--- src/design/arith_pkg.sv ---
// ----------------------------------------
// Arithmetic unit shared definitions
// Word types, operation codes and the
// start-to-done latency of each unit
// ----------------------------------------
`default_nettype none

package arith_pkg;

  // Operand width
  localparam int unsigned DATA_W = 32;

  typedef logic [DATA_W-1:0]   word_t;
  typedef logic [2*DATA_W-1:0] dword_t;

  // Shift amount from the low bits of operand b
  typedef logic [4:0] shamt_t;

  // Divider iteration count
  typedef logic [5:0] iter_t;

  typedef enum logic [2:0] {
    OP_ADD = 3'd0,
    OP_SUB = 3'd1,
    OP_SLT = 3'd2,
    OP_SHR = 3'd3,
    OP_MUL = 3'd4,
    OP_DIV = 3'd5
  } op_e;

  // Cycles from unit start to unit done
  localparam int unsigned ALU_LAT = 1;
  localparam int unsigned MUL_LAT = 3;
  localparam int unsigned DIV_LAT = DATA_W + 2;

endpackage

`default_nettype wire
--- src/design/unit_if.sv ---
// ----------------------------------------
// Control to datapath unit connection
// Start strobe with operands, done strobe
// with two result words
// ----------------------------------------
`timescale 1ns/1ps
`default_nettype none

interface unit_if import arith_pkg::*; ();

  logic  start;
  op_e   op;
  logic  is_signed;
  word_t a;
  word_t b;

  logic  done;
  // lo and hi only valid while done is high
  word_t lo;
  word_t hi;

  modport ctrl (output start, op, is_signed, a, b, input done, lo, hi);

  modport unit (input start, op, is_signed, a, b, output done, lo, hi);

endinterface

`default_nettype wire

--- src/design/arith_unit.sv ---
// ----------------------------------------
// Multi-cycle integer arithmetic unit
// Control plus ALU, multiplier, divider
// ----------------------------------------
`timescale 1ns/1ps
`default_nettype none

module arith_unit import arith_pkg::*; (
  input  logic  clk,
  input  logic  rst_n,
  input  logic  start,
  input  op_e   op,
  input  logic  is_signed,
  input  word_t a,
  input  word_t b,
  output logic  done,
  output logic  busy,
  output word_t result,
  output word_t result_ext
);

  unit_if alu_bus ();
  unit_if mul_bus ();
  unit_if div_bus ();

  arith_ctrl u_ctrl (
    .clk        (clk),
    .rst_n      (rst_n),
    .start      (start),
    .op         (op),
    .is_signed  (is_signed),
    .a          (a),
    .b          (b),
    .done       (done),
    .busy       (busy),
    .result     (result),
    .result_ext (result_ext),
    .alu        (alu_bus),
    .mul        (mul_bus),
    .div        (div_bus)
  );

  alu_short u_alu (.clk(clk), .rst_n(rst_n), .port(alu_bus));

  mul_pipe u_mul (.clk(clk), .rst_n(rst_n), .port(mul_bus));

  div_sign u_div (.clk(clk), .rst_n(rst_n), .port(div_bus));

endmodule

`default_nettype wire

--- src/design/arith_ctrl.sv ---
// ----------------------------------------
// Arithmetic unit control
// Accepts one operation, steers it to a
// unit and registers the unit's result
// ----------------------------------------
`timescale 1ns/1ps
`default_nettype none

module arith_ctrl import arith_pkg::*; (
  input  logic  clk,
  input  logic  rst_n,
  input  logic  start,
  input  op_e   op,
  input  logic  is_signed,
  input  word_t a,
  input  word_t b,
  output logic  done,
  output logic  busy,
  output word_t result,
  output word_t result_ext,
  unit_if.ctrl  alu,
  unit_if.ctrl  mul,
  unit_if.ctrl  div
);

  logic  accept;
  logic  unit_done;
  op_e   op_q;
  logic  sgn_q;
  word_t a_q;
  word_t b_q;
  op_e   op_cur;
  logic  sgn_cur;
  word_t a_cur;
  word_t b_cur;

  assign accept    = start && !busy;
  assign unit_done = alu.done || mul.done || div.done;

  // Operands hold in registers while a unit runs
  always_ff @(posedge clk) begin
    if (accept) begin
      op_q  <= op;
      sgn_q <= is_signed;
      a_q   <= a;
      b_q   <= b;
    end
  end

  // The accept cycle sees the live inputs
  assign op_cur  = accept ? op : op_q;
  assign sgn_cur = accept ? is_signed : sgn_q;
  assign a_cur   = accept ? a : a_q;
  assign b_cur   = accept ? b : b_q;

  assign mul.start = accept && (op == OP_MUL);
  assign div.start = accept && (op == OP_DIV);
  // Unknown codes fall to the ALU so busy always clears
  assign alu.start = accept && (op != OP_MUL) && (op != OP_DIV);

  assign alu.op = op_cur;
  assign mul.op = op_cur;
  assign div.op = op_cur;
  assign {alu.is_signed, mul.is_signed, div.is_signed} = {3{sgn_cur}};
  assign {alu.a, mul.a, div.a} = {a_cur, a_cur, a_cur};
  assign {alu.b, mul.b, div.b} = {b_cur, b_cur, b_cur};

  always_ff @(posedge clk) begin
    if (!rst_n) begin
      busy       <= 1'b0;
      done       <= 1'b0;
      result     <= '0;
      result_ext <= '0;
    end else begin
      done <= unit_done;
      if (accept) begin
        busy <= 1'b1;
      end else if (unit_done) begin
        busy <= 1'b0;
      end
      if (alu.done) begin
        result     <= alu.lo;
        result_ext <= alu.hi;
      end else if (mul.done) begin
        result     <= mul.lo;
        result_ext <= mul.hi;
      end else if (div.done) begin
        result     <= div.lo;
        result_ext <= div.hi;
      end
    end
  end

  a_one_unit_done: assert property (@(posedge clk) disable iff (!rst_n)
    $onehot0({alu.done, mul.done, div.done}));

  a_done_while_busy: assert property (@(posedge clk) disable iff (!rst_n)
    unit_done |-> busy);

endmodule

`default_nettype wire

--- src/design/div_sign.sv ---
// ----------------------------------------
// Signed or unsigned divider
// Magnitudes into div_core, then one
// cycle of sign fixup on the results
// ----------------------------------------
`timescale 1ns/1ps
`default_nettype none

module div_sign import arith_pkg::*; (
  input logic  clk,
  input logic  rst_n,
  unit_if.unit port
);

  logic  neg_a_in;
  logic  neg_b_in;
  word_t mag_a;
  word_t mag_b;
  logic  neg_a_q;
  logic  neg_b_q;
  logic  zero_q;
  logic  core_done;
  word_t core_quo;
  word_t core_rem;
  logic  done_q;
  word_t lo_q;
  word_t hi_q;

  assign neg_a_in = port.is_signed & port.a[DATA_W-1];
  assign neg_b_in = port.is_signed & port.b[DATA_W-1];
  assign mag_a    = neg_a_in ? -port.a : port.a;
  // b is held by the control side for the whole run
  assign mag_b    = neg_b_in ? -port.b : port.b;

  always_ff @(posedge clk) begin
    if (port.start) begin
      neg_a_q <= neg_a_in;
      neg_b_q <= neg_b_in;
      zero_q  <= (port.b == '0);
    end
  end

  div_core u_core (
    .clk       (clk),
    .rst_n     (rst_n),
    .start     (port.start),
    .dividend  (mag_a),
    .divisor   (mag_b),
    .done      (core_done),
    .quotient  (core_quo),
    .remainder (core_rem)
  );

  // Remainder fixup also restores the dividend on a zero divisor
  always_ff @(posedge clk) begin
    if (core_done) begin
      lo_q <= (!zero_q && (neg_a_q ^ neg_b_q)) ? -core_quo : core_quo;
      hi_q <= neg_a_q ? -core_rem : core_rem;
    end
  end

  always_ff @(posedge clk) begin
    if (!rst_n) begin
      done_q <= 1'b0;
    end else begin
      done_q <= core_done;
    end
  end

  assign port.done = done_q;
  assign port.lo   = lo_q;
  assign port.hi   = hi_q;

  a_div_latency: assert property (@(posedge clk) disable iff (!rst_n)
    port.start |-> ##DIV_LAT port.done);

endmodule

`default_nettype wire

--- src/design/div_core.sv ---
// ----------------------------------------
// Unsigned restoring divider
// One quotient bit per cycle
// ----------------------------------------
`timescale 1ns/1ps
`default_nettype none

module div_core import arith_pkg::*; (
  input  logic  clk,
  input  logic  rst_n,
  input  logic  start,
  input  word_t dividend,
  input  word_t divisor,
  output logic  done,
  output word_t quotient,
  output word_t remainder
);

  logic            running;
  iter_t           cnt;
  word_t           quo_q;
  word_t           rem_q;
  logic [DATA_W:0] trial;
  logic [DATA_W:0] diff;
  logic            take;

  // Shift in the next dividend bit and try the subtract
  always_comb begin
    trial = {rem_q, quo_q[DATA_W-1]};
    diff  = trial - {1'b0, divisor};
    take  = trial >= {1'b0, divisor};
  end

  always_ff @(posedge clk) begin
    if (start) begin
      quo_q <= dividend;
      rem_q <= '0;
    end else if (running) begin
      quo_q <= {quo_q[DATA_W-2:0], take};
      rem_q <= take ? diff[DATA_W-1:0] : trial[DATA_W-1:0];
    end
  end

  always_ff @(posedge clk) begin
    if (!rst_n) begin
      running <= 1'b0;
      cnt     <= '0;
      done    <= 1'b0;
    end else begin
      done <= 1'b0;
      if (start) begin
        running <= 1'b1;
        cnt     <= '0;
      end else if (running) begin
        cnt <= cnt + 1'b1;
        if (cnt == iter_t'(DATA_W - 1)) begin
          running <= 1'b0;
          done    <= 1'b1;
        end
      end
    end
  end

  // Zero divisor always subtracts nothing, so all ones and the dividend come out
  assign quotient  = quo_q;
  assign remainder = rem_q;

  a_no_start_running: assert property (@(posedge clk) disable iff (!rst_n)
    start |-> !running);

endmodule

`default_nettype wire

--- src/design/mul_pipe.sv ---
// ----------------------------------------
// Pipelined multiplier
// Three stages, full 64-bit product,
// signed or unsigned operands
// ----------------------------------------
`timescale 1ns/1ps
`default_nettype none

module mul_pipe import arith_pkg::*; (
  input logic  clk,
  input logic  rst_n,
  unit_if.unit port
);

  logic [MUL_LAT-1:0] vld;
  dword_t ext_a;
  dword_t ext_b;
  dword_t op_a_q;
  dword_t op_b_q;
  dword_t prod_q;
  word_t  lo_q;
  word_t  hi_q;

  // Sign bit only replicates in signed mode
  assign ext_a = {{DATA_W{port.is_signed & port.a[DATA_W-1]}}, port.a};
  assign ext_b = {{DATA_W{port.is_signed & port.b[DATA_W-1]}}, port.b};

  // Strobe travels with its data
  always_ff @(posedge clk) begin
    if (!rst_n) begin
      vld <= '0;
    end else begin
      vld <= {vld[MUL_LAT-2:0], port.start};
    end
  end

  // Stage 1 operands
  always_ff @(posedge clk) begin
    if (port.start) begin
      op_a_q <= ext_a;
      op_b_q <= ext_b;
    end
  end

  // Stage 2 product, low 64 bits are exact in both modes
  always_ff @(posedge clk) begin
    if (vld[0]) begin
      prod_q <= op_a_q * op_b_q;
    end
  end

  // Stage 3 split
  always_ff @(posedge clk) begin
    if (vld[1]) begin
      lo_q <= prod_q[DATA_W-1:0];
      hi_q <= prod_q[2*DATA_W-1:DATA_W];
    end
  end

  assign port.done = vld[MUL_LAT-1];
  assign port.lo   = lo_q;
  assign port.hi   = hi_q;

endmodule

`default_nettype wire

--- src/design/alu_short.sv ---
// ----------------------------------------
// Single-cycle ALU
// Add, subtract, less-than and right shift
// ----------------------------------------
`timescale 1ns/1ps
`default_nettype none

module alu_short import arith_pkg::*; (
  input logic  clk,
  input logic  rst_n,
  unit_if.unit port
);

  shamt_t sh;
  logic   less;
  word_t  shr_arith;
  word_t  shr_logic;
  word_t  res_next;
  word_t  res_q;
  logic   done_q;

  assign sh = port.b[4:0];

  always_comb begin
    less      = port.is_signed ? ($signed(port.a) < $signed(port.b)) : (port.a < port.b);
    // Arithmetic shift keeps the sign of a
    shr_arith = $signed(port.a) >>> sh;
    shr_logic = port.a >> sh;
    case (port.op)
      OP_SUB:  res_next = port.a - port.b;
      OP_SLT:  res_next = {{(DATA_W-1){1'b0}}, less};
      OP_SHR:  res_next = port.is_signed ? shr_arith : shr_logic;
      default: res_next = port.a + port.b;
    endcase
  end

  always_ff @(posedge clk) begin
    if (port.start) begin
      res_q <= res_next;
    end
  end

  always_ff @(posedge clk) begin
    if (!rst_n) begin
      done_q <= 1'b0;
    end else begin
      done_q <= port.start;
    end
  end

  assign port.done = done_q;
  assign port.lo   = res_q;
  assign port.hi   = '0;

endmodule

`default_nettype wire

--- config.mk ---
export PLATFORM = sky130hd
export DESIGN_NAME = arith_unit
export DESIGN_NICKNAME = d
export VERILOG_FILES = /design/src/design/arith_pkg.sv /design/src/design/unit_if.sv /design/src/design/arith_unit.sv /design/src/design/arith_ctrl.sv /design/src/design/div_sign.sv /design/src/design/div_core.sv /design/src/design/mul_pipe.sv /design/src/design/alu_short.sv
export SDC_FILE = /design/constraint.sdc
export NUM_CORES = 2
export LEC_CHECK = 0
export ABC_AREA = 1
export BUFFER_PORTS_ARGS = -buffer_cell sky130_fd_sc_hd__buf_4
export CAP_MARGIN = 20
export CELL_PAD_IN_SITES_DETAIL_PLACEMENT = 0
export CELL_PAD_IN_SITES_GLOBAL_PLACEMENT = 1
export CORE_MARGIN = 2
export CORE_UTILIZATION = 49
export CTS_BUF_LIST = sky130_fd_sc_hd__clkbuf_4 sky130_fd_sc_hd__clkbuf_8 sky130_fd_sc_hd__clkbuf_16
export DETAILED_ROUTE_END_ITERATION = 16
export PLACE_DENSITY = 0.89
export SETUP_SLACK_MARGIN = 0.5
export SLEW_MARGIN = 20
export SYNTH_ARGS = -nofsm -noshare
export SYNTH_HDL_FRONTEND = slang
export SYNTH_HIERARCHICAL = 1
export SYNTH_SLANG_ARGS = --single-unit
--- constraint.sdc ---
create_clock -name clk -period 15.76 [get_ports clk]
set_input_delay 3.152 -clock clk [delete_from_list [all_inputs] [get_ports clk]]
set_output_delay 3.152 -clock clk [all_outputs]
set_load 0.01 [all_outputs]
==> qor.yml <==
clockBufferDepth: 3
crit_buf_inv: 8
cts_setup_buffers: 0
postSynthCellCount: 10200
grt_pass1_vias: 63500
crit_required_ns: 16.15
setup_viol: 0
fin_crit_sh: 0.563
antenna_found_initial: 14
place_hpwl_microns: 207000
insertion_delay_ns: 0.69
place_congestion: 1.04
crit_fanout: 33
drc: 0
dieWidth_microns: 395
cts_root_buf: "clkbuf_16"
slowest_stage: "fa_1"
coreArea_sq_um: 152000
grt_usage: 0.336
finalWirelength_microns: 261000
max_slew_margin: 0.185
die-area_sq_um: 156000
syn_area_sq_um: 74800
finClkSkew_ns: 0.0563
drt_iter0_markers: 6948
grt_pass1_wl_microns: 395000
arrival_ns: 9.26
dieHeight_microns: 395
seqCellArea_sq_um: 13300
firstDrtPassIters: 6
hold_path_class: "flip-flop to flip-flop"
postSynthAreaPerCell_sq_um: 7.35
layout.nets: 11400
ant_nets: 0
crit_family: "adder cells"
drive_above_1_share: 0.0467
grt_overflow: 0
ys_warn_count: 6
num_vias: 63500
path_clk_slew_ns: 0.06
crit_type: "flip-flop to flip-flop"
multi_input_area_sq_um: 49400
routedWlPerCell_microns: 21.7
syn_to_final_growth_pct: 4.66
worst_pin_slew_ns: 1.22
hold_violations: 0
worst_setup_path_start_kind: "flip-flop"
ctsResizeCount: 0
maxCapViolCount: 0
cts_buffers: 55
crit_top_cell: "fa_1"
slowest_delay_ns: 0.92
ios: 137
rsz0062_at_grt: "no"
crit_path_end_kind: "flip-flop"
slew_violations: 0
htree_levels: 2
vias_per_cell: 5.29
grt_max_degree: 101
status: "finished, final reports clean"
cts_tree: "built"
setup_tns_ns: 0
fin_crit_ns: 8.87
cts.sinks: 504
start_util: 0.493
hold_buffers: 0
rows: 143
fillers: 14900
portBuffers: 136
fmax_mhz: 113
## through the flow
stage                     utilization  instances  instance area, sq um  hold WS [ns]  setup slack, ns
after floorplan                     -      10200                 74900         0.400             5.12
after global placement          0.503      11900                 76300         0.402             6.93
after detailed placement        0.503      11900                 76400         0.405             6.96
after CTS                       0.516      12000                 78300         0.393             6.91
after global routing            0.516      12000                 78300         0.402             6.47
final                           0.516      12000                 78300         0.400             6.89
## placed cells by master, fill, tap and decap left out, types with 27 or more instances in the layout
| cell | instances |
|---|---|
| nand2_1 | 3210 |
| inv_1 | 2438 |
| fa_1 | 1128 |
| nand3_1 | 541 |
| nor2_1 | 511 |
| edfxtp_1 | 325 |
| ha_1 | 312 |
| buf_4 | 241 |
| a21oi_1 | 229 |
| dfxtp_1 | 174 |
| o21ai_0 | 123 |
| nand3b_1 | 87 |
| xor2_1 | 83 |
| clkbuf_16 | 56 |
| xnor2_1 | 55 |
| a21boi_0 | 46 |
| conb_1 | 32 |
| nor3_1 | 31 |
| nand4_1 | 30 |
| o21ai_1 | 30 |
| a21boi_1 | 27 |
## cell type report
type / instances / share of cell area
Multi-Input combinational cell: 6654 / 0.631
Sequential cell: 504 / 0.170
Inverter: 2455 / 0.118
Tap cell: 2030 / 0.0324
Timing Repair Buffer: 243 / 0.0238
Clock buffer: 67 / 0.0194
Clock inverter: 37 / 0.00511
Antenna cell: 11 / 0.000352
## registers in the layout (all words and copies together) (netlist names), 6 cells and up
signal	flops
u_mul/op_a_q	33
u_ctrl/b_q	32
u_mul/op_b_q	33
u_alu/port.lo	32
u_mul/prod_q	64
u_ctrl/result	32
u_div/u_core/cnt	6
u_div/u_core/quotient	32
u_mul/port.hi	32
u_ctrl/result_ext	32
u_div/port.lo	32
u_ctrl/a_q	32
u_mul/port.lo	32
u_div/u_core/remainder	32
u_div/port.hi	32
## metal layers
layer  track usage  routed length [microns]
met5             0                       27
met4         0.110                    10300
met3        0.0694                    27100
met2         0.505                   112000
met1         0.485                   112000
## path summary, 6_finish.rpt
check	cells past startpoint	slack, ns	start	end
worst max-delay path	25	6.89	u_mul/op_b_q[0]	u_mul/prod_q[50]
worst min-delay path	0	0.40	u_mul/prod_q[2]	u_mul/port.lo[2]
worst max register to register	25	6.89	u_mul/op_b_q[0]	u_mul/prod_q[50]
worst min register to register	0	0.40	u_mul/prod_q[2]	u_mul/port.lo[2]
Power is left out: the tool's default activity adds up to more than one toggle a clock period on the data nets, which glitch-free logic cannot reach.
